[src/rtl/register_file.sv]
`timescale 1ns/1ns
`default_nettype none

module register_file (
  input  wire        clk_100mhz,
  input  wire        rst_in,
  input  wire [4:0]  rs1,
  input  wire [4:0]  rs2,
  input  wire [4:0]  wa,
  input  wire [31:0] wd,
  input  wire        we,
  output logic [31:0] rval1,
  output logic [31:0] rval2
);

  logic [31:0] regs [1:31];  // x0 has no storage

  // Combinational reads, x0 reads as zero
  assign rval1 = (rs1 == 5'd0) ? 32'h0 : regs[rs1];
  assign rval2 = (rs2 == 5'd0) ? 32'h0 : regs[rs2];

  always_ff @(posedge clk_100mhz) begin
    if (rst_in) begin
      for (int i = 1; i < 32; i++) begin
        regs[i] <= 32'h0;
      end
    end else if (we && wa != 5'd0) begin
      regs[wa] <= wd;  // Writes to x0 dropped
    end
  end

endmodule

`default_nettype wire

[config.mk]
export PLATFORM = sky130hd
export DESIGN_NAME = register_file
export DESIGN_NICKNAME = d
export VERILOG_FILES = /design/src/rtl/register_file.sv
export SDC_FILE = /design/constraint.sdc
export NUM_CORES = 2
export LEC_CHECK = 0
export ABC_AREA = 1
export BUFFER_PORTS_ARGS = -buffer_cell sky130_fd_sc_hd__buf_2
export CAP_MARGIN = 20
export CORE_MARGIN = 5
export CORE_UTILIZATION = 41
export CTS_CLUSTER_DIAMETER = 200
export DETAILED_ROUTE_END_ITERATION = 7
export GPL_ROUTABILITY_DRIVEN = 0
export PLACE_DENSITY = 0.57
export SYNTH_ARGS = -nofsm -noshare
export SYNTH_HDL_FRONTEND = slang
export SYNTH_SLANG_ARGS = --single-unit
[constraint.sdc]
create_clock -name clk_100mhz -period 2.3 [get_ports clk_100mhz]
set_input_delay 0 -clock clk_100mhz [delete_from_list [all_inputs] [get_ports clk_100mhz]]
set_output_delay 0 -clock clk_100mhz [all_outputs]
set_load 0.005 [all_outputs]
### Word level (Yosys, flattened, before mapping)

Memory sizes are Yosys's and may differ from the RTL's.
Index checks and enable logic that the tools add are counted.

* muxes and demuxes: 10
* reduce and logical (&&, ||, !) cells: 5

Operators by type and width (number)
* $mux W32: 3
* $reduce_or A32 Y1: 1
* $logic_not A5 Y1: 2
* $mux W1: 6
* $mux W5: 1
* $reduce_bool A5 Y1: 1
* $logic_and A1 B1 Y1: 1

* output and inout port bits: 64
* word-level logic and storage cells: 16
* memories kept: 1
* input bits: 50
* flip-flop bits (word level): 0
* bits in writable memories: 992

Memory list
* regs: depth 31, width 32, rd ports 2, clocked after memory_dff 0, write ports 31, line 16 `logic [31:0] regs [1:31];`

### Longest topological paths before layout

* depth after elaboration: 7
* gate-level depth with buffers: 13
* depth with buffers taken out: 10

### Least setup slack after synthesis

Ideal clock, no wire load.

* kind: input to register
* start: input port wa[3]
* end: memory regs[13][0] (enable)
* stages: 9
* setup time: 0.389 ns
* setup slack: 0.342 ns
* path buffers: 1
* data arrival time: 1.569 ns
* cell sequence: inv_2 nand3_2 inv_2 nand2_1 nand2_1 nor3_4 nand2_1 buf_2 nand2_1

RTL lines
* start: declaration: line 9 `input wire [4:0] wa,`
* end: declaration: line 16

==> summary.md <==
| Metric | Value |
|---|---|
| Antenna violations before repair | 8 |
| Area growth syn-to-layout | 15.1% |
| Final Cell Area | between 60000 and 70000 um2 |
| Final setup vio count | 0 |
| Final period util | between 90% and 100% |
| Vias in the first global route | 50300 |
| Syn Std Cell Area | ~57000 um2 |
| Hpwl dp | around 140000 um |
| Largest net degree at the start of global routing | between 100 and 150 |
| Max FFs per register | between 1000 and 1500 |
| 1st-pass router iterations | 6 |
| Critical-path maximum fanout | 2 |
| CTS tree | yes |
| Initial Util | roughly two fifths |
| Synth Flop Type | edfxtp_1 |
| Clk pin slew, worst setup/hold paths | 0.06 ns |
| Hold WC Path Type | in2reg |
| Detail Route Antenna Nets | 0 |
| Die Span X | around 380 um |
| Final WS setup | 0.00147 ns |
| Finished Layout Cells | between 9000 and 10000 |
| Row count | approximately 140 |
| DRT iter0 DRCs | 7444 |
| Final nets | between 7000 and 8000 |
| Overall routing resource usage | between 30 and 40% |
| Setup TNS | 0 ns |
| Leak | between 20 and 30 nW |
| Flop pwr share | between 40% and 50% |
| Die Area | approximately 150000 um2 |
| Cell Int Power | approximately 34 mW |
| Ys async rst share | 0% |
| Cells after DPL | between 8000 and 9000 |
| CTS buffer count | around 120 |
| Gate power share | ~14% |
| Share of cells above drive strength 1 | roughly 10% |
| Largest regs | regs (1024) |
| FF+latch count, synth | 1024 |
| Fmax | between 400 and 500 MHz |
| Final hold violation count | 0 |
| Critical Path AT | 2.30 ns |
| Crit path cell chain | nand2_1, nand3_1, nand2_1, nand2_1, nand2_1, nor2_1, nor2_2, nor2_1, buf_2 |
| Pre-CTS setup slack | around 0.14 ns |
| Die Y | about 380 um |
| Max-slew violation count | 0 |
| Avg Cell Area, Syn | around 7.8 um2 |
| I/O pin count | 114 |
| PortBufs | about 110 |
| CTS root buf | clkbuf_16 |
| Grt ovf | 0 |
| Slew headroom | a little under two fifths |
| Clk sink count | between 1000 and 1500 |
| WHS | 0.0389 ns |
| WL/cell | between 20 and 25 um |
| Net Sw Power | about 13 mW |
| Number of synthesized flops with an enable pin | 1024 |
| Total number of vias | between 50000 and 60000 |
| Max stage delay on crit path | 0.54 ns |
| Peak VDD IR | 0.594 mV |
| Routed WL | 228000 um |
| CTS H-Tree Depth | 3 |
| Top-area cell type share of the netlist area | between 50% and 60% |
| Synth warn | 0 |
| CP bufs+invs | 1 |
| Switching share of total power | about 28% |
| Core Util, Final | between 40% and 50% |
| Crit-path most repeated cell | nand2_1 |
| Netlist cell types | 24 |
| Vias/cell | slightly below 6 |
| Remaining DRCs | 0 |
| RSZ-0062 raised after global routing | yes |
| Total power | between 40 and 50 mW |
| Least-Margin Pin Slew | approximately 0.9 ns |
| Crit-path slowest cell | edfxtp_1 |
| Endpoint class of the critical path | output port |
| Placed cell area | about 60000 um2 |
| Pwr per Cell Area | 725 nW/um2 |
| Most flop-heavy register | regs |
| # Max-Cap Violations | 0 |
| Max clock buf depth | 3 |
| Critical path type | reg2out |
| Clock share of power | 38.7% |
| CP Launch Type | flip-flop |
| Status | finished, final reports clean |
| Most area-hungry cell type in the Yosys netlist | edfxtp_1 |
| Global-route wire length before repair | roughly 330000 um |
| Synth area leaders | edfxtp_1, nand2_1, nor2_1 |
| Crit path max-delay family | simple AND/OR/NAND/NOR gates |
| Worst EP required | ~2.3 ns |
| Sequential-to-total area share from yosys stat | between 50% and 60% |
| Post-synthesis cell count | just over 7000 |
| Area of the core | 137000 um2 |
| Fin crit period | 2.30 ns |
## cells in the final DEF (no fill, tap or decap), drive strengths merged
master,instances
o21ai,435
clkinv,60
buf,441
dlygate4sd3,57
o211ai,23
nor2,1791
clkinvlp,2
nor3,9
conb,32
bufinv,9
a21oi,121
diode,5
nand2,2084
edfxtp,1024
clkbuf,141
nand3,983
inv,156
nand4,1
## power by group through the flow
| stage | clock, mW | sequential, mW | combinational [mW] |
|---|---|---|---|
| finish | 18.3 | 22.1 | 6.82 |
| global route | 19.2 | 22.2 | 7.29 |
| CTS | 18.4 | 22.1 | 6.59 |
| detailed placement | 0 | 22.5 | 6.47 |
| global placement | 0 | 22.4 | 6.42 |
| floorplan | 0 | 22.3 | 3.72 |
## path summary, 6_finish.rpt
path	end	slack (ns)	from	cells after the start
worst max-delay path	rval1[16]	0.001	regs[0][16]$_DFFE_PP_	9
worst min-delay path	regs[0][19]$_DFFE_PP_	0.04	wd[19]	2
## cell type report
type	count	area [um2]
flip-flops and latches	1024	30700
clock buffers	141	3020
multi-input cells	5479	23000
repair buffers	498	4820
clock inverters	73	631
well taps	1794	2240
inverters	154	624
fillers	13100	72200
diodes	5	12.5
## synth_stat cells (3+ instances only)
cell / number
buf_6: 3
nor2_1: 1790
buf_4: 22
inv_2: 6
nand2_1: 2084
edfxtp_1: 1024
o21ai_0: 386
inv_1: 145
o211ai_1: 23
buf_2: 231
buf_1: 54
o21ai_1: 49
nand3_1: 982
nor3_1: 8
clkbuf_1: 316
a21oi_1: 121
## what timing repair did
action,CTS,global route
gates cloned,0,0
endpoints found under the hold margin,1008,0
pin swaps,1,19
setup endpoints to repair,13,35
buffers inserted,0,1
hold buffers,57,0
gates resized for setup,18,70
## logic make-up after synthesis
group	after synthesis	synth area share (%)
other	1	0.00663
buffers and inverters	781	5.89
AO/OA/AOI/OAI	579	5.22
flip-flops	1024	54.4
AND/OR/NAND/NOR	4868	34.5
## per-layer routing
| metal | GRT usage, % | up-vias | wire length [um] |
|---|---|---|---|
| li1 | - | 23800 | - |
| met1 | 41.8 | 25800 | 89600 |
| met2 | 46.2 | 3669 | 101000 |
| met3 | 6.61 | 611 | 28000 |
| met4 | 12.5 | 2 | 9310 |
| met5 | 0 | - | 13 |
(Power assumes the default switching activity.)
