### src/rtl/core_pkg.sv
`default_nettype none

package core_pkg;

  // Memory sizes in 32-bit words
  localparam int IMEM_DEPTH = 128;
  localparam int DMEM_DEPTH = 1024;
  localparam int IMEM_AW    = $clog2(IMEM_DEPTH);  // Word address bits
  localparam int DMEM_AW    = $clog2(DMEM_DEPTH);

  // One instruction walks FETCH through WRITEBACK, five cycles
  typedef enum logic [2:0] {
    IDLE,
    FETCH,
    DECODE,
    EXECUTE,
    MEMORY,
    WRITEBACK
  } core_state_e;

  typedef struct packed {
    logic [31:0] result;      // ALU, LUI or link value
    logic [31:0] mem_addr;    // Byte address, rs1 + imm
    logic [31:0] store_data;
    logic [31:0] next_pc;
  } exec_result_t;

  // Retire trace of one finished instruction
  typedef struct packed {
    logic [31:0] pc;
    logic [31:0] next_pc;
    logic [4:0]  rd;
    logic [31:0] wdata;
    logic        wen;
  } retire_t;

endpackage

`default_nettype wire

### src/rtl/fetch_unit.sv
`timescale 1ns/1ns
`default_nettype none

module fetch_unit (
  input  wire                          clk_100mhz,
  input  wire                          rst_in,
  input  wire                          run,
  input  wire                          prog_we,
  input  wire [core_pkg::IMEM_AW-1:0]  prog_addr,
  input  wire [31:0]                   prog_data,
  input  wire [31:0]                   next_pc,
  output core_pkg::core_state_e        state,
  output logic [31:0]                  pc,
  output logic [31:0]                  inst
);

  logic [31:0] imem [0:core_pkg::IMEM_DEPTH-1];  // Program memory, no reset
  logic [core_pkg::IMEM_AW-1:0] pc_word;
  logic load_en;

  assign pc_word = pc[core_pkg::IMEM_AW+1:2];  // Byte pc to word index
  // Loading only while stopped
  assign load_en = prog_we && !run && (state == core_pkg::IDLE);

  always_ff @(posedge clk_100mhz) begin
    if (load_en) imem[prog_addr] <= prog_data;
    if (state == core_pkg::FETCH) inst <= imem[pc_word];  // Held until next FETCH
  end

  // Sequencer and pc
  always_ff @(posedge clk_100mhz) begin
    if (rst_in) begin
      state <= core_pkg::IDLE;
      pc    <= 32'h0;
    end else begin
      case (state)
        core_pkg::IDLE: begin
          pc <= 32'h0;  // Every run starts at address 0
          if (run) state <= core_pkg::FETCH;
        end
        core_pkg::FETCH:   state <= core_pkg::DECODE;
        core_pkg::DECODE:  state <= core_pkg::EXECUTE;
        core_pkg::EXECUTE: state <= core_pkg::MEMORY;
        core_pkg::MEMORY:  state <= core_pkg::WRITEBACK;
        core_pkg::WRITEBACK: begin
          pc <= next_pc;  // Execute output still valid here
          // Run low lets this instruction finish, then stop
          state <= run ? core_pkg::FETCH : core_pkg::IDLE;
        end
        default: state <= core_pkg::IDLE;
      endcase
    end
  end

endmodule

`default_nettype wire

### config.mk
export PLATFORM = sky130hd
export DESIGN_NAME = fetch_unit
export DESIGN_NICKNAME = d
export VERILOG_FILES = /design/src/rtl/core_pkg.sv /design/src/rtl/fetch_unit.sv
export SDC_FILE = /design/constraint.sdc
export NUM_CORES = 2
export LEC_CHECK = 0
export BUFFER_PORTS_ARGS = -buffer_cell sky130_fd_sc_hd__buf_4
export CAP_MARGIN = 5
export CORE_MARGIN = 5
export CORE_UTILIZATION = 35
export CTS_CLUSTER_DIAMETER = 200
export DETAILED_ROUTE_END_ITERATION = 7
export PLACE_DENSITY = 0.52
export RECOVER_POWER = 25
export SYNTH_ARGS = -nofsm -noshare
export SYNTH_HDL_FRONTEND = slang
export SYNTH_SLANG_ARGS = --single-unit
### constraint.sdc
create_clock -name clk_100mhz -period 9 [get_ports clk_100mhz]
set_input_delay 1.8 -clock clk_100mhz [delete_from_list [all_inputs] [get_ports clk_100mhz]]
set_output_delay 1.8 -clock clk_100mhz [all_outputs]
set_load 0.01 [all_outputs]
## After elaboration in Yosys (flattened, before gate mapping)

Memories as Yosys holds them, arrays and structs flattened. A register that Yosys moved wholly into a read port is not among the register bits.
Cells that the tools add are included.
Widths: inputs -> output; s select.

- Word-level logic and storage cells: 20
- Memories kept: 1
- Output and inout port bits: 67
- Input port bits: 75
- Register bits after elaboration: 35
- Bits in writable memories: 4,096
- Bits in read-only memories: 0
- Bits in latches: 0

- Reductions and logical operators: 5
- Bitwise gates (word level): 0
- Mux-type cells: 6
- Magnitude comparators: 0
- Equality and inequality tests: 6
- Multipliers: 0
- Divide/modulo/power cells: 0
- Shift operators: 0
- Add/sub/neg operators: 0

Memories:

| memory | depth | bits a word | rd ports | clocked after Yosys merged registers in | wr ports | RTL line | text |
|---|---|---|---|---|---|---|---|
| imem | 128 | 32 | 1 | 1 | 1 | fetch_unit.sv:17 | `logic [31:0] imem [0:core_pkg::IMEM_DEPTH-1];` |

Operators with widths:

| kind | count |
|---|---|
| $pmux 32 s2 | 1 |
| $pmux 3 s6 | 1 |
| $eq 3x2->1 const B | 2 |
| $eq 3x3->1 const B | 2 |
| $eq 3x1->1 const B | 1 |
| $logic_not 3->1 | 1 |
| $mux 1 | 3 |
| $mux 3 | 1 |
| $logic_and 1x1->1 | 2 |
| $ne 2x2->1 const B | 1 |
| $reduce_bool 2->1 | 1 |
| $logic_not 1->1 | 1 |

## Logic depth before layout (Yosys ltp)

- Depth after elaboration: 5
- Depth in mapped cells: 8
- Gate-level depth less buffers: 4

## Worst setup path before layout

No wires, ideal clock.

- Kind: in2reg
- From: input port run
- To: memory imem[110][0] (enable)
- Required time: 8.579 ns
- Stages: 5
- Data arrival time: 4.032 ns
- Buffers on the path: 1
- Setup time: 0.421 ns
- Path slack: 4.547 ns
- Path through: nor4_1 > and3b_1 > nand3_1 > clkbuf_1 > nor2_1

- Word-level cells in the longest chain between the ends: 5

Ends and longest elaborated chain:

| element | RTL line | text |
|---|---|---|
| from (decl) | fetch_unit.sv:7 | `input wire run,` |
| $logic_not 1->1 | fetch_unit.sv:23 | `assign load_en = prog_we && !run && (state == core_pkg::IDLE);` |
| $logic_and 1x1->1 (2 in a row) | fetch_unit.sv:23 |  |
| $mux 1 | fetch_unit.sv:26 | `if (load_en) imem[prog_addr] <= prog_data;` |
| $mux 1 (implied by the code) | fetch_unit.sv:26 |  |
| to (decl) | fetch_unit.sv:17 |  |

No other way between the ends.

## Final worst setup path

- From: input port prog_data[12]
- To: memory imem[98][12] (data pin)

RTL lines:

| element | RTL line | text |
|---|---|---|
| from (decl) | fetch_unit.sv:10 | `input wire [31:0] prog_data,` |

Straight into the memory's write port.

==> results by stage <==
Placement:
- Summed over all nets, the half-perimeter wirelength after detailed placement is 231,000 µm.
- The final weighted congestion in routability-driven placement is 0.815.
- The count of buffers inserted at the top-level ports is 141.

Routing:
- The average via count per standard cell is 5.44.
- The DRC violation total after the first TritonRoute iteration is 7,962.
- Summing over every cut layer, the via total after detailed routing is 70,400.
- The sum of routed wire length over all layers is 424,000 µm.
- After detailed routing, the average wire length per cell comes to 32.7 µm.
- For this run, the detailed router's first-pass iteration total came to 5.
- In this run the remaining antenna-violating nets after routing total 0.
- The residual DRC count is 0.

Yosys:
- The number of synthesized register bits is 4,163.
- Yosys mapped a number of flops with a built-in enable equal to 4,128.
- By area the synthesized netlist is led by edfxtp_1, mux4_2, dfxtp_1.
- The total standard cell area after synthesis is 0.158 mm².
- The net count after synthesis is 6,180.
- The Yosys step of the flow raised 0 warnings.
- The distinct cell type count after synthesis is 27.
- The post-synthesis average cell area is 25.8 µm².
- Of the post-synthesis cell area, the dominant cell type holds 0.786.
- The dominant synthesized flop cell is edfxtp_1.
- For this run, asynchronously set or reset flops after synthesis account for 0.
- The sequential area share after synthesis is 0.790.
- Synthesis produced 6,105 cells.
- The largest area contributor in the synthesized netlist is edfxtp_1.

Clocking:
- The clock reaches the later pin of the worst-skew pair after 980 ps.
- The number of buffers added for setup after CTS is 0.
- The clock root buffer master is clkbuf_16.
- In this run, post-CTS hold repair placed 0 buffers.
- The H-tree was split into 5 levels.
- The TritonCTS clock tree is built.
- TritonCTS created 430 clock buffers.
- The CTS sink count is 4,163.
- The maximum count of clock buffers along a single path is 4.
- The number of gates resized after cts is 0.
- The clock edge transition at the registers on the reported setup and hold paths is 60 ps.

STA:
- Setup violations remaining at the end of the flow were counted as 0.
- The number of hold-slack violations in the final timing report is 0.
- The total count of max-transition violations in the final report is 2,784.
- Across the routed clock network, the largest skew measured is 50.5 ps.
- Measured against its own limit, the worst slew margin works out to -2.48.
- Setup repair after global routing left no endpoint under its margin.
- The tightest hold path in the finished design has a slack of 514 ps.
- Derived from the worst setup path, the maximum achievable clock frequency is 0.156 GHz.
- For the final routed database, the setup TNS stands at 0 ps.
- The clock period could shrink to 6390 ps.
- At the pin with the least slew margin, the transition time is 5220 ps.
- In the finished design, the share of the clock period the worst path needs comes to 0.711.

Worst setup path:
- The required time at the endpoint of the critical path is 9080 ps.
- The highest-delay cell along the critical path is clkbuf_1.
- The worst setup path is of the in2reg kind.
- The worst setup path is launched from a primary input.
- The reg-to-reg startpoint is pc[2].
- At the worst endpoint, the arrival time is 6480 ps.
- The largest single stage delay on the critical path is 3200 ps.
- The origin of the worst setup path is prog_data[12].
- The buffers plus inverters on the worst setup path is 2.
- Counting stages on the worst path, the most repeated cell is clkbuf_1.
- Of all nets on the critical path, the largest fanout is 96.
- The signal on the critical path passes through clkbuf_1 > clkbuf_1.
- The family of cells with the greatest summed delay on the critical path is buffers and inverters.
- The category of the worst setup path capture point is a flop.

Power:
- Across the VDD grid, the largest voltage drop is 140 µV.
- The total power divided by cell area is 217 mW/mm².
- In this run the static leakage power is 52.8 nW.

Final layout:
- The library cells used most frequently in the layout, excluding fill and tap cells, are edfxtp_1, mux4_2, clkbuf_16, buf_4, clkbuf_1.
- The final net count is 6,648.
- Relative to the synthesized area, the layout overhead comes to 15.0%.
- The library cell used most frequently in the layout, excluding fill and tap cells, is edfxtp_1.
- The fraction of layout instances using a drive strength above 1 is 0.351.

Floorplanning:
- The width of the chip is 681 µm.
- The cell row count is 246.
- The number of top-level design ports is 142.
- The floorplan step defined a core boundary enclosing 0.449 mm².
- The die is 681 µm tall.
- For this configuration, the core starts out at a cell density of 0.351.
- The die area is 0.464 mm².

Global route:
- The number of global-route vias before repair is 72,400.
- The first global-routing pass estimated 587,000 µm of wire.
- The initial antenna violation count is 74.
- Across every metal layer, demand over resource in global routing totals 0.180.
- Entering global routing, the biggest net connects 150 pins.
- Global routing finished with a remaining overflow of 0.

Run:
- The max-capacitance violation count is 43.

Run status:
- The flow ran to the end, but the final reports show violations.
- The checks that failed: max-capacitance violations, max-slew violations.

Min path:
- The kind of path behind the tightest hold check is reg2reg.
- The launch instance of the worst min-delay path is pc[30].
[cells in the mapped netlist, types with 2 or more instances]
library cell	number
nor3_1	2
buf_2	74
nor2b_1	6
nor2_1	163
a22oi_1	32
buf_6	2
buf_1	61
xnor2_1	2
mux2_2	32
mux4_2	1344
and3b_1	2
nand3_1	8
edfxtp_1	4128
buf_4	4
clkbuf_1	185
dfxtp_1	35
nand2_1	15
[cell families (layout without fill, tap and decap cells)]
| family | count (synthesis) | after routing | synth area share |
|---|---|---|---|
| XOR/XNOR | 2 | 2 | 0.000111 |
| multiplexers | 1376 | 1376 | 0.194 |
| flip-flops | 4163 | 4163 | 0.790 |
| other | 0 | 69 | 0 |
| buffers and inverters | 326 | 1156 | 0.00854 |
| AO/OA/AOI/OAI | 35 | 35 | 0.00166 |
| AND/OR/NAND/NOR | 203 | 203 | 0.00521 |
[cell type report]
type / instances / area, µm²
antenna: 69 / 173
clock buffer: 532 / 11400
clock inverter: 262 / 2220
tap: 5952 / 7450
multi-input combinational: 1616 / 32700
timing repair buffer: 362 / 2740
fill: 38700 / 268000
sequential: 4163 / 125000
[stage by stage]
step	area [µm²]	utilization	total power, mW	std cells	setup WS (ps)
2_1_floorplan	158000	-	21.9	6105	4550
3_3_place_gp	168000	0.374	22.4	12100	3890
3_5_place_dp	168000	0.374	22.4	12100	3950
4_1_cts	181000	0.404	39.7	12900	3350
5_1_grt	181000	0.404	40.5	12900	2300
6_report	181000	0.404	39.3	13000	2610
[state kept, by name, summed over array words and instances (netlist names)]
name / count
imem: 4096
state: 3
pc: 32
inst: 32
[report_power, final]
part           internal [mW]  switching (mW)  total (mW)
logic                 0.0999           0.505       0.605
clock network           9.95            7.34        17.3
registers               21.4          0.0391        21.4
total                   31.4            7.88        39.3
[worst paths after layout]
check | end | slack (ps) | depth (start not counted)
worst max register to register | inst[18] | 4200 | 6
worst max-delay path | imem[98][12] | 2610 | 2
worst min-delay path | pc[30] | 510 | 2
worst min register to register | pc[30] | 510 | 2
[per-layer routing]
layer | wire length (µm) | part of all wire | GRT usage
met3 | 25900 | 0.061 | 0.0271
met4 | 13500 | 0.032 | 0.0593
met2 | 208000 | 0.49 | 0.293
met1 | 177000 | 0.42 | 0.251
met5 | 105 | 0.00025 | 0
(Power assumes the default switching activity.)
