==> config.mk <==
export PLATFORM = sky130hd
export DESIGN_NAME = execute_unit
export DESIGN_NICKNAME = d
export VERILOG_FILES = /design/src/rtl/rv_isa_pkg.sv /design/src/rtl/core_pkg.sv /design/src/rtl/execute_unit.sv
export SDC_FILE = /design/constraint.sdc
export NUM_CORES = 1
export LEC_CHECK = 0
export ABC_AREA = 1
export CAP_MARGIN = 20
export CORE_ASPECT_RATIO = 0.75
export CORE_UTILIZATION = 62
export DETAILED_ROUTE_END_ITERATION = 8
export DONT_BUFFER_PORTS = 1
export PLACE_DENSITY = 0.87
export RECOVER_POWER = 100
export SLEW_MARGIN = 30
export SYNTH_ARGS = -nofsm -noshare
export SYNTH_HDL_FRONTEND = slang
export SYNTH_SLANG_ARGS = --single-unit
export TNS_END_PERCENT = 5
==> constraint.sdc <==
create_clock -name vclk -period 3.09
set_input_delay 0.309 -clock vclk [all_inputs]
set_output_delay 0.309 -clock vclk [all_outputs]
set_load 0.1 [all_outputs]
==> src/rtl/rv_isa_pkg.sv <==
`default_nettype none

package rv_isa_pkg;

  // Major opcodes, bits [6:0] of the instruction word
  localparam logic [6:0] OPC_OP     = 7'b0110011;
  localparam logic [6:0] OPC_OP_IMM = 7'b0010011;
  localparam logic [6:0] OPC_LUI    = 7'b0110111;
  localparam logic [6:0] OPC_LOAD   = 7'b0000011;
  localparam logic [6:0] OPC_STORE  = 7'b0100011;
  localparam logic [6:0] OPC_BRANCH = 7'b1100011;
  localparam logic [6:0] OPC_JAL    = 7'b1101111;

  // Instruction class, steers execute and writeback
  typedef enum logic [3:0] {
    OP,       // Register-register ALU
    OP_IMM,   // Register-immediate ALU
    LUI,
    LOAD,     // LW only
    STORE,    // SW only
    BRANCH,
    JAL,
    ILLEGAL   // Retires as a no-op
  } inst_type_e;

  typedef enum logic [3:0] {
    ADD,
    SUB,
    AND,
    OR,
    XOR,
    SLT,   // Signed compare
    SLL,
    SRL,
    SRA
  } alu_op_e;

  typedef enum logic [1:0] {
    EQ,
    NE,
    LT,  // Signed
    GE   // Signed
  } br_op_e;

  // Everything execute and writeback need from one instruction
  typedef struct packed {
    inst_type_e  itype;
    alu_op_e     alu_op;
    br_op_e      br_op;
    logic [31:0] imm;     // Already sign-extended
    logic [4:0]  rs1;
    logic [4:0]  rs2;
    logic [4:0]  rd;
  } decoded_t;

endpackage

`default_nettype wire

==> src/rtl/core_pkg.sv <==
`default_nettype none

package core_pkg;

  // Memory sizes in 32-bit words
  localparam int IMEM_DEPTH = 128;
  localparam int DMEM_DEPTH = 1024;
  localparam int IMEM_AW    = $clog2(IMEM_DEPTH);  // Word address bits
  localparam int DMEM_AW    = $clog2(DMEM_DEPTH);

  // One instruction walks FETCH through WRITEBACK, five cycles
  typedef enum logic [2:0] {
    IDLE,
    FETCH,
    DECODE,
    EXECUTE,
    MEMORY,
    WRITEBACK
  } core_state_e;

  typedef struct packed {
    logic [31:0] result;      // ALU, LUI or link value
    logic [31:0] mem_addr;    // Byte address, rs1 + imm
    logic [31:0] store_data;
    logic [31:0] next_pc;
  } exec_result_t;

  // Retire trace of one finished instruction
  typedef struct packed {
    logic [31:0] pc;
    logic [31:0] next_pc;
    logic [4:0]  rd;
    logic [31:0] wdata;
    logic        wen;
  } retire_t;

endpackage

`default_nettype wire

==> src/rtl/execute_unit.sv <==
`timescale 1ns/1ns
`default_nettype none

module execute_unit (
  input  wire rv_isa_pkg::decoded_t dec,
  input  wire [31:0]                pc,
  input  wire [31:0]                rval1,
  input  wire [31:0]                rval2,
  output core_pkg::exec_result_t    ex
);

  logic [31:0] op_b;
  logic [4:0]  shamt;
  logic [31:0] alu_out;
  logic [31:0] pc_plus4;
  logic        taken;

  assign op_b     = (dec.itype == rv_isa_pkg::OP) ? rval2 : dec.imm;  // Reg or imm operand
  assign shamt    = op_b[4:0];
  assign pc_plus4 = pc + 32'd4;

  // ALU
  always_comb begin
    case (dec.alu_op)
      rv_isa_pkg::ADD: alu_out = rval1 + op_b;
      rv_isa_pkg::SUB: alu_out = rval1 - op_b;
      rv_isa_pkg::AND: alu_out = rval1 & op_b;
      rv_isa_pkg::OR:  alu_out = rval1 | op_b;
      rv_isa_pkg::XOR: alu_out = rval1 ^ op_b;
      rv_isa_pkg::SLT: alu_out = {31'b0, $signed(rval1) < $signed(op_b)};
      rv_isa_pkg::SLL: alu_out = rval1 << shamt;
      rv_isa_pkg::SRL: alu_out = rval1 >> shamt;
      rv_isa_pkg::SRA: alu_out = $signed(rval1) >>> shamt;  // Keeps sign
      default:         alu_out = 32'h0;
    endcase
  end

  // Branch compare, signed
  always_comb begin
    case (dec.br_op)
      rv_isa_pkg::EQ: taken = (rval1 == rval2);
      rv_isa_pkg::NE: taken = (rval1 != rval2);
      rv_isa_pkg::LT: taken = ($signed(rval1) < $signed(rval2));
      rv_isa_pkg::GE: taken = ($signed(rval1) >= $signed(rval2));
      default:        taken = 1'b0;
    endcase
  end

  always_comb begin
    ex.result     = alu_out;
    ex.next_pc    = pc_plus4;
    ex.mem_addr   = rval1 + dec.imm;  // Byte address for LW/SW
    ex.store_data = rval2;
    case (dec.itype)
      rv_isa_pkg::LUI: ex.result = dec.imm;  // Upper immediate passes through
      rv_isa_pkg::JAL: begin
        ex.result  = pc_plus4;  // Link value
        ex.next_pc = pc + dec.imm;
      end
      rv_isa_pkg::BRANCH: begin
        if (taken) ex.next_pc = pc + dec.imm;
      end
      default: ;
    endcase
  end

endmodule

`default_nettype wire

==> results of run 1 <==
## per-stage QoR
step	cell area, um^2	setup TNS, ps	setup slack [ps]	std cells
after global placement	21100	-12800	-633	3864
after CTS	21700	-11440	-448	3867
after floorplan	16500	-15950	-466	3189
after detailed placement	21100	-24340	-944	3864
## synth_stat cells (all sizes together) (3+ instances only)
master	instances
a21o	13
inv	450
o2111ai	4
a221oi	15
o22ai	11
a31oi	16
clkbuf	57
o21ai	249
nand3b	17
or2	11
buf	99
o211ai	26
and3	4
nor3b	3
nor3	44
xor2	60
o21bai	13
a21oi	187
nand4	31
a211oi	5
fa	3
nor2	245
a22o	6
nor4	11
clkinv	3
ha	186
o21a	8
o221ai	8
xnor2	22
a21boi	13
nand3	421
nand2	938
## what timing repair did
| action | in CTS |
|---|---|
| hold buffers | 0 |
| endpoints found under the setup margin | 71 |
| setup buffers | 3 |
| pin swaps | 15 |
| resized for setup | 194 |
## layer usage
layer / overflow / GRT usage, %
met4: 316 / 103
met2: 705 / 108
met5: 10 / 66.1
met1: 89 / 91.5
met3: 87 / 87.0
## logic make-up after synthesis
group / Yosys count / synth area share, %
AO/OA/AOI/OAI: 582 / 20.3
adder cells (fa/ha/maj): 189 / 14.6
XOR/XNOR: 82 / 4.39
multiplexers: 1 / 0.0611
AND/OR/NAND/NOR: 1726 / 45.2
buffers and inverters: 609 / 15.5
==> results by group, run 1 <==
Place
  • Port bufs: 0
  • Gpl congestion: 1.38
  • Dpl hpwl: 77600 um

Global route
  • Largest net degree at the start of global routing: 61
  • Remaining global-route overflow: 1207
  • Vias in the first global route: 33500
  • First-pass GRT wire length: 200000 um
  • GRT Resource Usage Total: 95.7%

Outcome
  • Tool error: [ERROR GRT-0116] Global routing finished with congestion. Check the congestion regions in the DRC Viewer.
  • Status: stopped before the end
  • Halt Stage: global routing

Floorplan
  • Starting Density: 63.1%
  • FP Rows: 51
  • Die H: 143 um
  • Die X-Extent: 190 um
  • I/O pins: 281

Logic synthesis
  • Ys Warns: 0
  • Syn_nets: 3531
  • Post-Synthesis Cells: 3189
  • Cell taking the most area after synthesis: nand2_1
  • Largest cells by area after synthesis: nand2_1 (21%), ha_1 (14%), nand3_1 (13%), inv_1 (10%), a21oi_1 (5.7%)
  • Synth cell types: 58
  • Sequential fraction of the synthesis area: 0%
  • Netlist Area Pre-Place: 16400 um^2
  • Syn Area/Cell: 5.14 um^2
  • Top cell type's share of synthesized area: 21.2%
==> inputs of run 2 (changes only) <==
--- a/config.mk
+++ b/config.mk
@@ -7,11 +7,10 @@
 export LEC_CHECK = 0
 export ABC_AREA = 1
 export CAP_MARGIN = 20
-export CORE_ASPECT_RATIO = 0.75
-export CORE_UTILIZATION = 62
+export CORE_UTILIZATION = 40
 export DETAILED_ROUTE_END_ITERATION = 8
 export DONT_BUFFER_PORTS = 1
-export PLACE_DENSITY = 0.87
+export PLACE_DENSITY_LB_ADDON = 0.15
 export RECOVER_POWER = 100
 export SLEW_MARGIN = 30
 export SYNTH_ARGS = -nofsm -noshare
==> constraint.sdc (replaced) <==
create_clock -name vclk -period 4
set_input_delay 0.4 -clock vclk [all_inputs]
set_output_delay 0.4 -clock vclk [all_outputs]
set_load 0.1 [all_outputs]
==> results by group, run 2 <==
Floorplan
  • FP Rows: 73
  • Core ar.: 40100 um^2
  • Starting Density: 40.8%
  • Die X-Extent: 204 um
  • Die H: 204 um
  • Die area: 41800 um^2
  • I/O pins: 281

Critical path
  • CP most frequent cell: nand2_1
  • Delay-heaviest family, CP: simple AND/OR/NAND/NOR gates
  • CP Launch Type: primary input
  • Slowest-stage cell, CP: o21ai_1
  • Crit path max fanout: 70
  • CP required: 3600 ps
  • CP Capture Type: primary output
  • Crit path buf inv count: 6
  • CP max stage delay: 370 ps
  • Crit path cell chain: nor2_4, buf_4, nand2_8, buf_4, nand2_1, nand2_2, inv_2, buf_12, nand3_1, nand3_1, nand3_1, inv_1, nand2_1, o21ai_1, nand2_1, nand3_1, nand2_1, nand2_1, buf_12
  • Worst EP arrival: 3550 ps
  • CP Class: in2out

Global route
  • First-pass GRT wire length: 133000 um
  • Largest net degree at the start of global routing: 71
  • Initial antenna violation count: 2
  • Remaining global-route overflow: 0
  • GRT Resource Usage Total: 42.4%
  • Vias in the first global route: 21800

Power
  • Static leakage: 10.5 nW
  • PnR Total Power: 0.00453 W
  • PwrDens: 227 nW/um^2
  • Worst IR drop on VDD: 0.000226 V

Layout
  • Share of cells above drive strength 1: 14.6%
  • Seq Cell Count: 0
  • Commonest non-fill, non-tap cells in the layout: nand2_1 (911), inv_1 (438), nand3_1 (408)
  • Util after Layout: 49.9%
  • Register area: 0 um^2
  • Most common cell after layout, fill and taps aside: nand2_1
  • Layout Cells excl Fill: 3878
  • Final net count: 3696
  • Synthesis-to-layout area growth: 22.1%
  • Filler instances: 4463
  • # clk buffers: 0
  • Multi-input logic area: 14500 um^2

Detailed routing
  • Vias: 23100
  • Routed wl met3: 9910 um
  • Top Metal Used: met5
  • Vias per Instance: 5.96
  • DRT Pass-1 Iters: 9
  • Post-DR wirelength/cell: 23.9 um
  • Initial DRC Count: 2492
  • DRC: 0
  • Detail Route met2 WL: 41600 um
  • Remaining antenna violation count after routing: 0
  • Post-Route WL: 92700 um
  • Metal-1 WL: 34500 um

Timing
  • Fin. Hold Viols: 0
  • RSZ-0062 raised after global routing: true
  • Slew Viols, Final: 1
  • Period utilization: 98.7%
  • Minimum clock period: 3950 ps
  • # setup viols final: 0
  • Max frequency: 0.253 GHz
  • Final WS setup: 52.9 ps
  • Slew at the pin closest to its max-slew limit: 1920 ps
  • Max-Slew Margin vs Limit: -28.8%

Hold path
  • Worst min path class: in2out
  • Hold Path Cell Cnt: 0
  • HP Start: rval2[15]
  • Hold Path Sink: ex[47]

Logic synthesis
  • Netlist Area Pre-Place: 16400 um^2
  • Ys Warns: 0
  • Synth cell types: 58
  • Post-synth top cells: nand2_1 (926), inv_1 (440), nand3_1 (416)
  • Top-count cell post-synth: nand2_1
  • Post-Synth XOR/XNOR Area: 4.39%
  • Top cell type's share of synthesized area: 21.2%
  • Multiplexer share of the synthesized area: 0.0611%
  • Adder-cell area share of the yosys netlist: 14.6%
  • Cell taking the most area after synthesis: nand2_1
  • Sequential fraction of the synthesis area: 0%
  • Largest family of logic cells by synthesized area: simple AND/OR/NAND/NOR gates
  • Simple-gate area share of the yosys netlist: 45.2%
  • Complex-gate fraction of the synthesized area: 20.3%
  • Syn_nets: 3531
  • Syn Area/Cell: 5.14 um^2
  • Largest cells by area after synthesis: nand2_1 (21%), ha_1 (14%), nand3_1 (13%), inv_1 (10%), a21oi_1 (5.7%)
  • Post-Synthesis Cells: 3189

Place
  • Gpl congestion: 1.08
  • Dpl ws: -344 ps
  • Dpl hpwl: 77000 um
  • Port bufs: 0
  • Cells after DPL: 3865

CTS
  • Hold Buf Count CTS: 0

Outcome
  • Failing checks: max-capacitance violations, max-slew violations
  • Status: complete, but fails checks

Flow run
  • Max cap viols: 1
[run 2: cell counts after synthesis]
Identical to the previous run, type by type.
[run 2: worst max path at each step]
stage | cells after the start | end | slack, ps | from
after floorplan | 11 | ex[82] | -4 | dec[15]
after global placement | 19 | ex[118] | -260 | dec[55]
after detailed placement | 19 | ex[118] | -340 | dec[53]
after CTS | 19 | ex[126] | 6 | dec[53]
after global routing | 19 | ex[126] | -80 | dec[54]
final | 19 | ex[98] | 50 | dec[54]
[run 2: through the flow]
| stage | hold slack [ps] | setup TNS (ps) | instance area, um^2 |
|---|---|---|---|
| floorplan | 1010 | -4.41 | 16400 |
| global placement | 801 | -877 | 19700 |
| detailed placement | 801 | -1420 | 19700 |
| CTS | 801 | 0 | 19800 |
| global route | 800 | -722 | 20000 |
| finish | 800 | 0 | 20000 |
[run 2: report_power, final]
| part | switching (W) | internal, W |
|---|---|---|
| sequential | 0 | 0 |
| combinational | 0.00317 | 0.00136 |
| clock | 0 | 0.0000000000340 |
[run 2: what timing repair did]
item                                    in CTS  in global routing
pin swaps                                    1                 18
cloned                                       0                  3
endpoints found under the setup margin      16                 28
gates resized for setup                     21                138
setup buffers                                0                  9
[run 2: cells by family (layout without fill, tap and decap cells)]
| family | after synthesis | in the layout |
|---|---|---|
| compound gates | 582 | 582 |
| xor+xnor | 82 | 82 |
| fa+ha+maj | 189 | 189 |
| buf+inv | 609 | 770 |
| mux | 1 | 1 |
| other cells | 0 | 1 |
| simple gates | 1726 | 1728 |
[run 2: final cells by class]
cell class                      instances  area share, %
Multi-Input combinational cell       2582           72.7
Timing Repair Buffer                  317           15.5
Tap cell                              525           3.29
Antenna cell                            1         0.0125
Inverter                              453           8.52
[run 2: metal layers]
metal / vias to the layer above / global-route usage [%]
met5: - / 0
met4: 2 / 25.6
met3: 292 / 8.32
met2: 1356 / 69.3
met1: 10700 / 50.9
li1: 10800 / -
Power figures use the tool's default switching activity.
