--- config.mk ---
export PLATFORM = sky130hd
export DESIGN_NAME = decoder
export DESIGN_NICKNAME = d
export VERILOG_FILES = /design/src/rtl/rv_isa_pkg.sv /design/src/rtl/decoder.sv
export SDC_FILE = /design/constraint.sdc
export NUM_CORES = 1
export LEC_CHECK = 0
export BUFFER_PORTS_ARGS = -buffer_cell sky130_fd_sc_hd__buf_2
export CAP_MARGIN = 20
export CORE_MARGIN = 2
export CORE_UTILIZATION = 30
export DETAILED_ROUTE_END_ITERATION = 8
export PLACE_DENSITY = 0.73
export SYNTH_ARGS = -nofsm -noshare
export SYNTH_HDL_FRONTEND = slang
export SYNTH_SLANG_ARGS = --single-unit
--- constraint.sdc ---
create_clock -name vclk -period 2.7
set_input_delay 0.54 -clock vclk [all_inputs]
set_output_delay 0.54 -clock vclk [all_outputs]
set_load 0.02 [all_outputs]
--- src/rtl/rv_isa_pkg.sv ---
`default_nettype none

package rv_isa_pkg;

  // Major opcodes, bits [6:0] of the instruction word
  localparam logic [6:0] OPC_OP     = 7'b0110011;
  localparam logic [6:0] OPC_OP_IMM = 7'b0010011;
  localparam logic [6:0] OPC_LUI    = 7'b0110111;
  localparam logic [6:0] OPC_LOAD   = 7'b0000011;
  localparam logic [6:0] OPC_STORE  = 7'b0100011;
  localparam logic [6:0] OPC_BRANCH = 7'b1100011;
  localparam logic [6:0] OPC_JAL    = 7'b1101111;

  // Instruction class, steers execute and writeback
  typedef enum logic [3:0] {
    OP,       // Register-register ALU
    OP_IMM,   // Register-immediate ALU
    LUI,
    LOAD,     // LW only
    STORE,    // SW only
    BRANCH,
    JAL,
    ILLEGAL   // Retires as a no-op
  } inst_type_e;

  typedef enum logic [3:0] {
    ADD,
    SUB,
    AND,
    OR,
    XOR,
    SLT,   // Signed compare
    SLL,
    SRL,
    SRA
  } alu_op_e;

  typedef enum logic [1:0] {
    EQ,
    NE,
    LT,  // Signed
    GE   // Signed
  } br_op_e;

  // Everything execute and writeback need from one instruction
  typedef struct packed {
    inst_type_e  itype;
    alu_op_e     alu_op;
    br_op_e      br_op;
    logic [31:0] imm;     // Already sign-extended
    logic [4:0]  rs1;
    logic [4:0]  rs2;
    logic [4:0]  rd;
  } decoded_t;

endpackage

`default_nettype wire

--- src/rtl/decoder.sv ---
`timescale 1ns/1ns
`default_nettype none

module decoder (
  input  wire [31:0]          inst,
  output rv_isa_pkg::decoded_t dec
);

  logic [6:0]  opcode;
  logic [2:0]  funct3;
  logic [6:0]  funct7;
  logic [31:0] imm_i, imm_s, imm_b, imm_u, imm_j;

  assign opcode = inst[6:0];
  assign funct3 = inst[14:12];
  assign funct7 = inst[31:25];

  // Immediates, sign from bit 31
  assign imm_i = {{20{inst[31]}}, inst[31:20]};
  assign imm_s = {{20{inst[31]}}, inst[31:25], inst[11:7]};
  assign imm_b = {{19{inst[31]}}, inst[31], inst[7], inst[30:25], inst[11:8], 1'b0};
  assign imm_u = {inst[31:12], 12'h000};
  assign imm_j = {{11{inst[31]}}, inst[31], inst[19:12], inst[20], inst[30:21], 1'b0};

  always_comb begin
    dec        = '0;
    dec.itype  = rv_isa_pkg::ILLEGAL;  // Until proven otherwise
    dec.alu_op = rv_isa_pkg::ADD;      // Address adds for load and store
    dec.br_op  = rv_isa_pkg::EQ;
    dec.rs1    = inst[19:15];
    dec.rs2    = inst[24:20];
    dec.rd     = inst[11:7];
    case (opcode)
      rv_isa_pkg::OPC_OP: begin
        dec.itype = rv_isa_pkg::OP;
        case (funct3)
          3'b000: dec.alu_op = funct7[5] ? rv_isa_pkg::SUB : rv_isa_pkg::ADD;
          3'b111: dec.alu_op = rv_isa_pkg::AND;
          3'b110: dec.alu_op = rv_isa_pkg::OR;
          3'b100: dec.alu_op = rv_isa_pkg::XOR;
          3'b010: dec.alu_op = rv_isa_pkg::SLT;
          3'b001: dec.alu_op = rv_isa_pkg::SLL;
          3'b101: dec.alu_op = funct7[5] ? rv_isa_pkg::SRA : rv_isa_pkg::SRL;
          default: dec.itype = rv_isa_pkg::ILLEGAL;  // SLTU not supported
        endcase
        // Only funct7 of 0 or 0x20 exists, and 0x20 only on ADD/SUB and shifts
        if (funct7 != 7'h00 && !(funct7 == 7'h20 && (funct3 == 3'b000 || funct3 == 3'b101)))
          dec.itype = rv_isa_pkg::ILLEGAL;
      end
      rv_isa_pkg::OPC_OP_IMM: begin
        dec.itype = rv_isa_pkg::OP_IMM;
        dec.imm   = imm_i;
        case (funct3)
          3'b000: dec.alu_op = rv_isa_pkg::ADD;
          3'b111: dec.alu_op = rv_isa_pkg::AND;
          3'b110: dec.alu_op = rv_isa_pkg::OR;
          3'b100: dec.alu_op = rv_isa_pkg::XOR;
          3'b010: dec.alu_op = rv_isa_pkg::SLT;
          default: dec.itype = rv_isa_pkg::ILLEGAL;  // No immediate shifts
        endcase
      end
      rv_isa_pkg::OPC_LUI: begin
        dec.itype = rv_isa_pkg::LUI;
        dec.imm   = imm_u;
      end
      rv_isa_pkg::OPC_LOAD: begin
        dec.imm = imm_i;
        if (funct3 == 3'b010) dec.itype = rv_isa_pkg::LOAD;  // Word only
      end
      rv_isa_pkg::OPC_STORE: begin
        dec.imm = imm_s;
        if (funct3 == 3'b010) dec.itype = rv_isa_pkg::STORE;
      end
      rv_isa_pkg::OPC_BRANCH: begin
        dec.itype = rv_isa_pkg::BRANCH;
        dec.imm   = imm_b;
        case (funct3)
          3'b000: dec.br_op = rv_isa_pkg::EQ;
          3'b001: dec.br_op = rv_isa_pkg::NE;
          3'b100: dec.br_op = rv_isa_pkg::LT;
          3'b101: dec.br_op = rv_isa_pkg::GE;
          default: dec.itype = rv_isa_pkg::ILLEGAL;  // Unsigned branches dropped
        endcase
      end
      rv_isa_pkg::OPC_JAL: begin
        dec.itype = rv_isa_pkg::JAL;
        dec.imm   = imm_j;
      end
      default: dec.itype = rv_isa_pkg::ILLEGAL;
    endcase
  end

endmodule

`default_nettype wire

# Word-level counts from Yosys, hierarchy flattened
# Cells that the tools add are included.
# Widths: inputs -> output; s select.
# word_totals
ff_bits,0
inputBits,32
output_inout_bits,57
word_cells,39
# classes
eq_ne,14
mux,15
reduce_logical,10
# ops
operator,n
$pmux 32 s5,1
$pmux 4 s7,2
$eq 7x6->1 const B,4
$eq 7x7->1 const B,2
$eq 3x3->1 const B,4
$mux 3,4
$pmux 3 s4,1
$pmux 4 s2,1
$eq 7x2->1 const B,1
$eq 7x5->1 const B,1
$reduce_bool 7->1,1
$reduce_or 7->1,1
$mux 2,3
$pmux 2 s3,1
$reduce_or 5->1,1
$mux 4,1
$reduce_or 4->1,1
$eq 3x1->1 const B,1
$eq 3x2->1 const B,1
$logic_not 3->1,1
$logic_and 1x1->1,2
$reduce_or 2->1,1
$logic_not 1->1,1
$logic_or 1x1->1,1
$mux 1,1

# Depth between registers and ports, before layout
# Gate-level depths: netlist of the first run.
# logic_depth
depth_word,7
mapped_depth,6
ltp_nobuf,4

# Least setup slack after synthesis of the first run
# Ideal clock, no wire load.
# synth_path
path_kind,input to output
startpoint,in inst[3]
endpoint,out dec[51] (netlist name)
arrival_ns,1.948
required_time_ns,2.160
path_slack_ns,0.212
path_stages,4
path_buffers,0
cell_sequence,or3_4 or3_1 a211o_1 a21oi_1
# synth_rtl
item,line_no,rtl
"start, declared",decoder.sv:5,"input wire [31:0] inst,"
"end, declared",decoder.sv:6,output rv_isa_pkg::decoded_t dec

==> results.md, run 1 <==
* Max Slew Vio Count at 0
* Largest net degree at the start of global routing at 14
* Core Area at 2758 sq um
* Input/output buffers at 88
* First-pass GRT wire length at 4.291 mm
* Status: completed
* Sequential share of the synthesized area at 0%
* CP Launch Type: input port
* Synth top area share at 16.47%
* Synthesized Nets at 170
* Synth cell types at 36
* Via-per-instance ratio at 5.131
* Post-Layout Inst Area at 1236 sq um
* RD Place Congestion at 0.8020
* Initial drt markers at 40
* Final hold vios at 0
* Most used standard cell by instance count after synthesis: a21o_1
* Seq Cell Count at 0
* Hold path depth at 2
* Post-route antenna net violation count at 0
* GR Overflow Total at 0
* Synth-to-layout area growth at 42.78%
* # setup viols final at 0
* Ranking of synthesized cells by area: a21o_1, buf_4, a21oi_1, nor2b_1, a22o_1
* Fin crit period at 2630 ps
* Starting Density at 31.40%
* Arrival @ worst endpoint at 2090 ps
* WS Path Type: input port to output pin
* CLK BUF at 0
* Die Width at 57.72 um
* Setup bufs post-CTS at 0
* LEAKAGE at 0.8170 nW
* DR vias at 1216
* IO Pins at 89
* Sequential cell area at 0 sq um
* Initial antenna violation count at 0
* TNS Setup at 0 ps
* Share of cells above drive strength 1 at 48.54%
* Synth Warn # at 0
* Worst setup margin at 69.53 ps
* Cell Area, Placed at 1231 sq um
* Die ar. at 3332 sq um
* Worst EP required at 2160 ps
* Setup WS pre-CTS at 103.1 ps
* Worst-path fanout max at 5
* Synth top cells by count: a21o_1, buf_4, a21oi_1, clkbuf_1
* Die height at 57.72 um
* Maximum vdd drop at 0.00006250 V
* FMAX at 380.2 MHz
* Cell count after synthesis at 138
* Final Cycle Share at 97.42%
* Row count at 19
* Syn avg cell area at 6.274 sq um
* Antenna Cells at 0
* Drt drc at 0
* Max-Cap Viols at 0
* Vias in the first global route at 936
* Hold Slack at 1312 ps
* Critical path startpoint: inst[3]
* First drt pass iteration count at 4
* Final core utilization at 44.83%
* DR WL/cell at 12.05 um
* Synthesized area at 865.8 sq um
* Unrepaired setup endpoints after global routing: no
* Post-synth top area cell: a21o_1
* HP Class: input port to output pin
* HPWL Detailed at 2.319 mm
* P per Cell Area at 114.2 nW/um^2
* Layout Nets at 240
* Total track usage at 15.21%
* Setup crit end kind: output pin
* Post-Route WL at 2.857 mm
* Crit path to: dec[51]
==> what timing repair did <==
action,4_1_cts,5_1_grt
hold buffers,0,0
setup endpoints to repair,0,1
resized for setup,0,1
==> worst min-delay path by stage <==
stage | to | start
after floorplan | dec[0] | inst[7]
after global placement | dec[12] | inst[17]
after detailed placement | dec[12] | inst[17]
after CTS | dec[10] | inst[15]
after global routing | dec[2] | inst[9]
final | dec[14] | inst[19]
==> where the power goes <==
part           switching [mW]  internal (mW)
clock network               0              0
logic                  0.0850         0.0562
registers                   0              0
total                  0.0850         0.0562
==> cell type report <==
cell class,count,area [sq um]
inverter,2,7.507
multi-input combinational,110,704.4
fill,321,1521
tap,31,38.79
timing repair buffer,94,485.5
==> per-stage QoR <==
step,power [mW],instances
6_report,0.1412,237
5_1_grt,0.1537,237
4_1_cts,0.1410,237
3_5_place_dp,0.1406,237
3_3_place_gp,0.1396,237
2_1_floorplan,0.09710,138
==> logic make-up after synthesis <==
group,Yosys count,synth area share [%]
compound gates,49,39.60
other cells,1,0.4331
xor+xnor,1,1.012
simple gates,59,39.74
buf+inv,28,19.22
==> cell usage in the layout (no fill, tap or decap), types with 2 or more instances in the layout <==
cell type / instances
nor3b_1: 2
a21o_1: 19
nor4_1: 3
nand2_1: 8
o21ai_0: 4
buf_4: 6
and4b_1: 2
inv_1: 2
and3_1: 3
o211ai_1: 3
o21a_1: 4
nand3_1: 6
nor2b_1: 7
a31oi_1: 2
nor3_1: 3
a21oi_1: 9
and2_1: 3
nor2_1: 8
or2_2: 2
buf_2: 88
nand2b_1: 2
a22o_1: 4
nand3b_1: 3
==> worst max-delay path, cell delays in order <==
cell and delay [ps]:
buf_2 100, or3_4 410, or3_1 400, a211o_1 300
a21oi_1 160, buf_2 180
==> routing by layer <==
metal	global-route usage [%]	share of wire, %
met1	23.72	46
met2	25.00	47
met3	0	6.1
met4	0	0
met5	0	0
(Power assumes the default switching activity.)
==> inputs of run 2 (changes only) <==
- ABC_AREA: unset -> 1
==> run 2 against run 1 <==
  * Fmax up 13%
  * First-iteration DRC count up 23%
  * Die area up 0.96%
  * Area after synthesis up 1.0%
  * Count of clock-buffer cells in the layout unchanged
  * Routed wire length down 0.63%
  * Worst hold slack about the same
  * Critical path depth up 5
  * Worst setup slack better by 290 ps
  * Largest power group unchanged
  * Non-clock buffer count down 4
  * Cell area down 0.91%
==> results.md, run 2 <==
* WS Path Type: input port to output pin
* Max Slew Vio Count at 0 (unchanged)
* Most used standard cell by instance count after synthesis: nand2_1
* Via-per-instance ratio at 4.756 (-7.3%)
* DR vias at 1308 (+7.6%)
* Setup crit end kind: output pin
* Layout Nets at 278 (+16%)
* P per Cell Area at 107.2 nW/um^2 (-6.2%)
* Synth Warn # at 0 (unchanged)
* First-pass GRT wire length at 4.533 mm (+5.6%)
* DR WL/cell at 10.32 um (-14%)
* Post-Route WL at 2.839 mm (-0.63%)
* IO Pins at 89 (unchanged)
* Max-Cap Viols at 0 (unchanged)
* Core Area at 2758 sq um (unchanged)
* # setup viols final at 0 (unchanged)
* Initial drt markers at 49 (+23%)
* Input/output buffers at 88 (unchanged)
* Post-route antenna net violation count at 0 (unchanged)
* Arrival @ worst endpoint at 1800 ps (-290 ps)
* Die height at 58.00 um (+0.48%)
* Fin crit period at 2337 ps (-293.9 ps)
* Worst EP required at 2160 ps (about the same)
* Share of cells above drive strength 1 at 43.03% (-5.5 points)
* Seq pwr share at 0% (unchanged)
* FMAX at 428.0 MHz (+13%)
* Post-CTS Hold Buffers at 0 (unchanged)
* Logic pwr share at 100.0% (about the same)
* Status: completed
* Seq Cell Count at 0 (unchanged)
* Synth top cells by count: nand2_1, nand3_1, nor2_1
* Syn avg cell area at 5.026 sq um (-20%)
* Synth top area share at 22.32% (+5.8 points)
* Starting Density at 31.72% (+0.32 points)
* Commonest non-fill, non-tap cells in the layout: buf_2, nand2_1, nand3_1
* Final hold vios at 0 (unchanged)
* Final Cycle Share at 86.54% (-11 points)
* TNS Setup at 0 ps (unchanged)
* Sequential cell area at 0 sq um (unchanged)
* Synth cell types at 25 (-31%)
* Clock power frac at 0% (unchanged)
* Die Width at 58.00 um (+0.48%)
* RD Place Congestion at 0.8729 (+8.8%)
* Largest net degree at the start of global routing at 12 (-2)
* Synth-to-layout area growth at 40.06%
* Sequential share of the synthesized area at 0% (unchanged)
* Vias in the first global route at 1076 (+15%)
* Switching part of the total power at 65.20% (+5.0 points)
* HP Class: input port to output pin
* PostCTS Resize Cnt at 0 (unchanged)
* GR Overflow Total at 0 (unchanged)
* CLK BUF at 0 (unchanged)
* Hold path depth at 2 (unchanged)
* Cell count after synthesis at 174 (+26%)
* Hold Path End: dec[3]
* Total track usage at 15.85% (+0.65 points)
* Worst-path fanout max at 11 (+6)
* Setup bufs post-CTS at 0 (unchanged)
* Synthesized area at 874.6 sq um (+1.0%)
* Row count at 19 (unchanged)
* Switch Pwr at 85.58 uW (+0.72%)
* Maximum vdd drop at 0.00006923 V (+11%)
* Hold Path Origin: inst[10]
* Initial antenna violation count at 0 (unchanged)
* CP Launch Type: input port
* Multi-input gate area at 655.6 sq um (-6.9%)
* First drt pass iteration count at 4 (unchanged)
* Internal at 45.67 uW (-19%)
* HPWL Detailed at 2.403 mm (+3.6%)
* Antenna Cells at 0 (unchanged)
* Ranking of synthesized cells by area: nand2_1, nand3_1, buf_4, nor2_1, inv_1
* Unrepaired setup endpoints after global routing: no
* Die ar. at 3363 sq um (+0.96%)
* LEAKAGE at 0.8971 nW (+9.8%)
* Synthesized Nets at 206 (+21%)
* Post-synth top area cell: nand2_1
* Fill count at 315 (-1.9%)
* Final Total Pwr at 131.3 uW (-7.0%)
* Most common cell after layout, fill and taps aside: buf_2
* Hold Slack at 1312 ps (+0.1900 ps)
* Drt drc at 0 (unchanged)
[run 2: kinds of logic after synthesis]
logic type	synth area share, %
buf+inv	25.04
simple gates	61.37
other cells	0.4288
compound gates	13.16
[run 2: stage by stage]
step	utilization (%)	area (sq um)	setup slack [ps]	std cells
finish	44.42	1225	363.5	275
global route	44.42	1225	212.3	275
CTS	44.42	1225	367.5	275
detailed placement	44.42	1225	365.3	275
global placement	44.42	1225	405.5	275
floorplan	-	874.6	610.6	174
[run 2: critical path: stages]
cell     delay, ps
buf_2          120
inv_2           80
nand2_2         70
nor2_4         200
nand2_4        100
nand2_4        110
nor2_4          50
inv_2           90
nand2_2        150
o21ai_0        110
buf_2          180
[run 2: per-layer routing]
metal,wire length [um],vias up,GRT usage (%)
li1,-,684,-
met1,1281,568,23.18
met2,1363,54,26.62
met3,180,2,0.2232
met4,14,0,2.326
met5,0,-,0
[run 2: area by class of cell]
class | count | area share, %
inverters | 20 | 6.129
multi-input cells | 134 | 53.52
well taps | 31 | 3.167
repair buffers | 90 | 37.18
[run 2: worst max path at each step]
stage | to | cells after the start | from
detailed placement | dec[35] | 11 | inst[4]
CTS | dec[35] | 11 | inst[2]
floorplan | dec[35] | 4 | inst[1]
global placement | dec[35] | 11 | inst[2]
finish | dec[35] | 11 | inst[2]
global route | dec[35] | 11 | inst[4]
[run 2: power groups by stage]
stage / registers, mW / logic [mW] / clock network (mW)
floorplan: 0 / 0.0893 / 0
global placement: 0 / 0.131 / 0
detailed placement: 0 / 0.131 / 0
CTS: 0 / 0.132 / 0
global route: 0 / 0.145 / 0
finish: 0 / 0.131 / 0
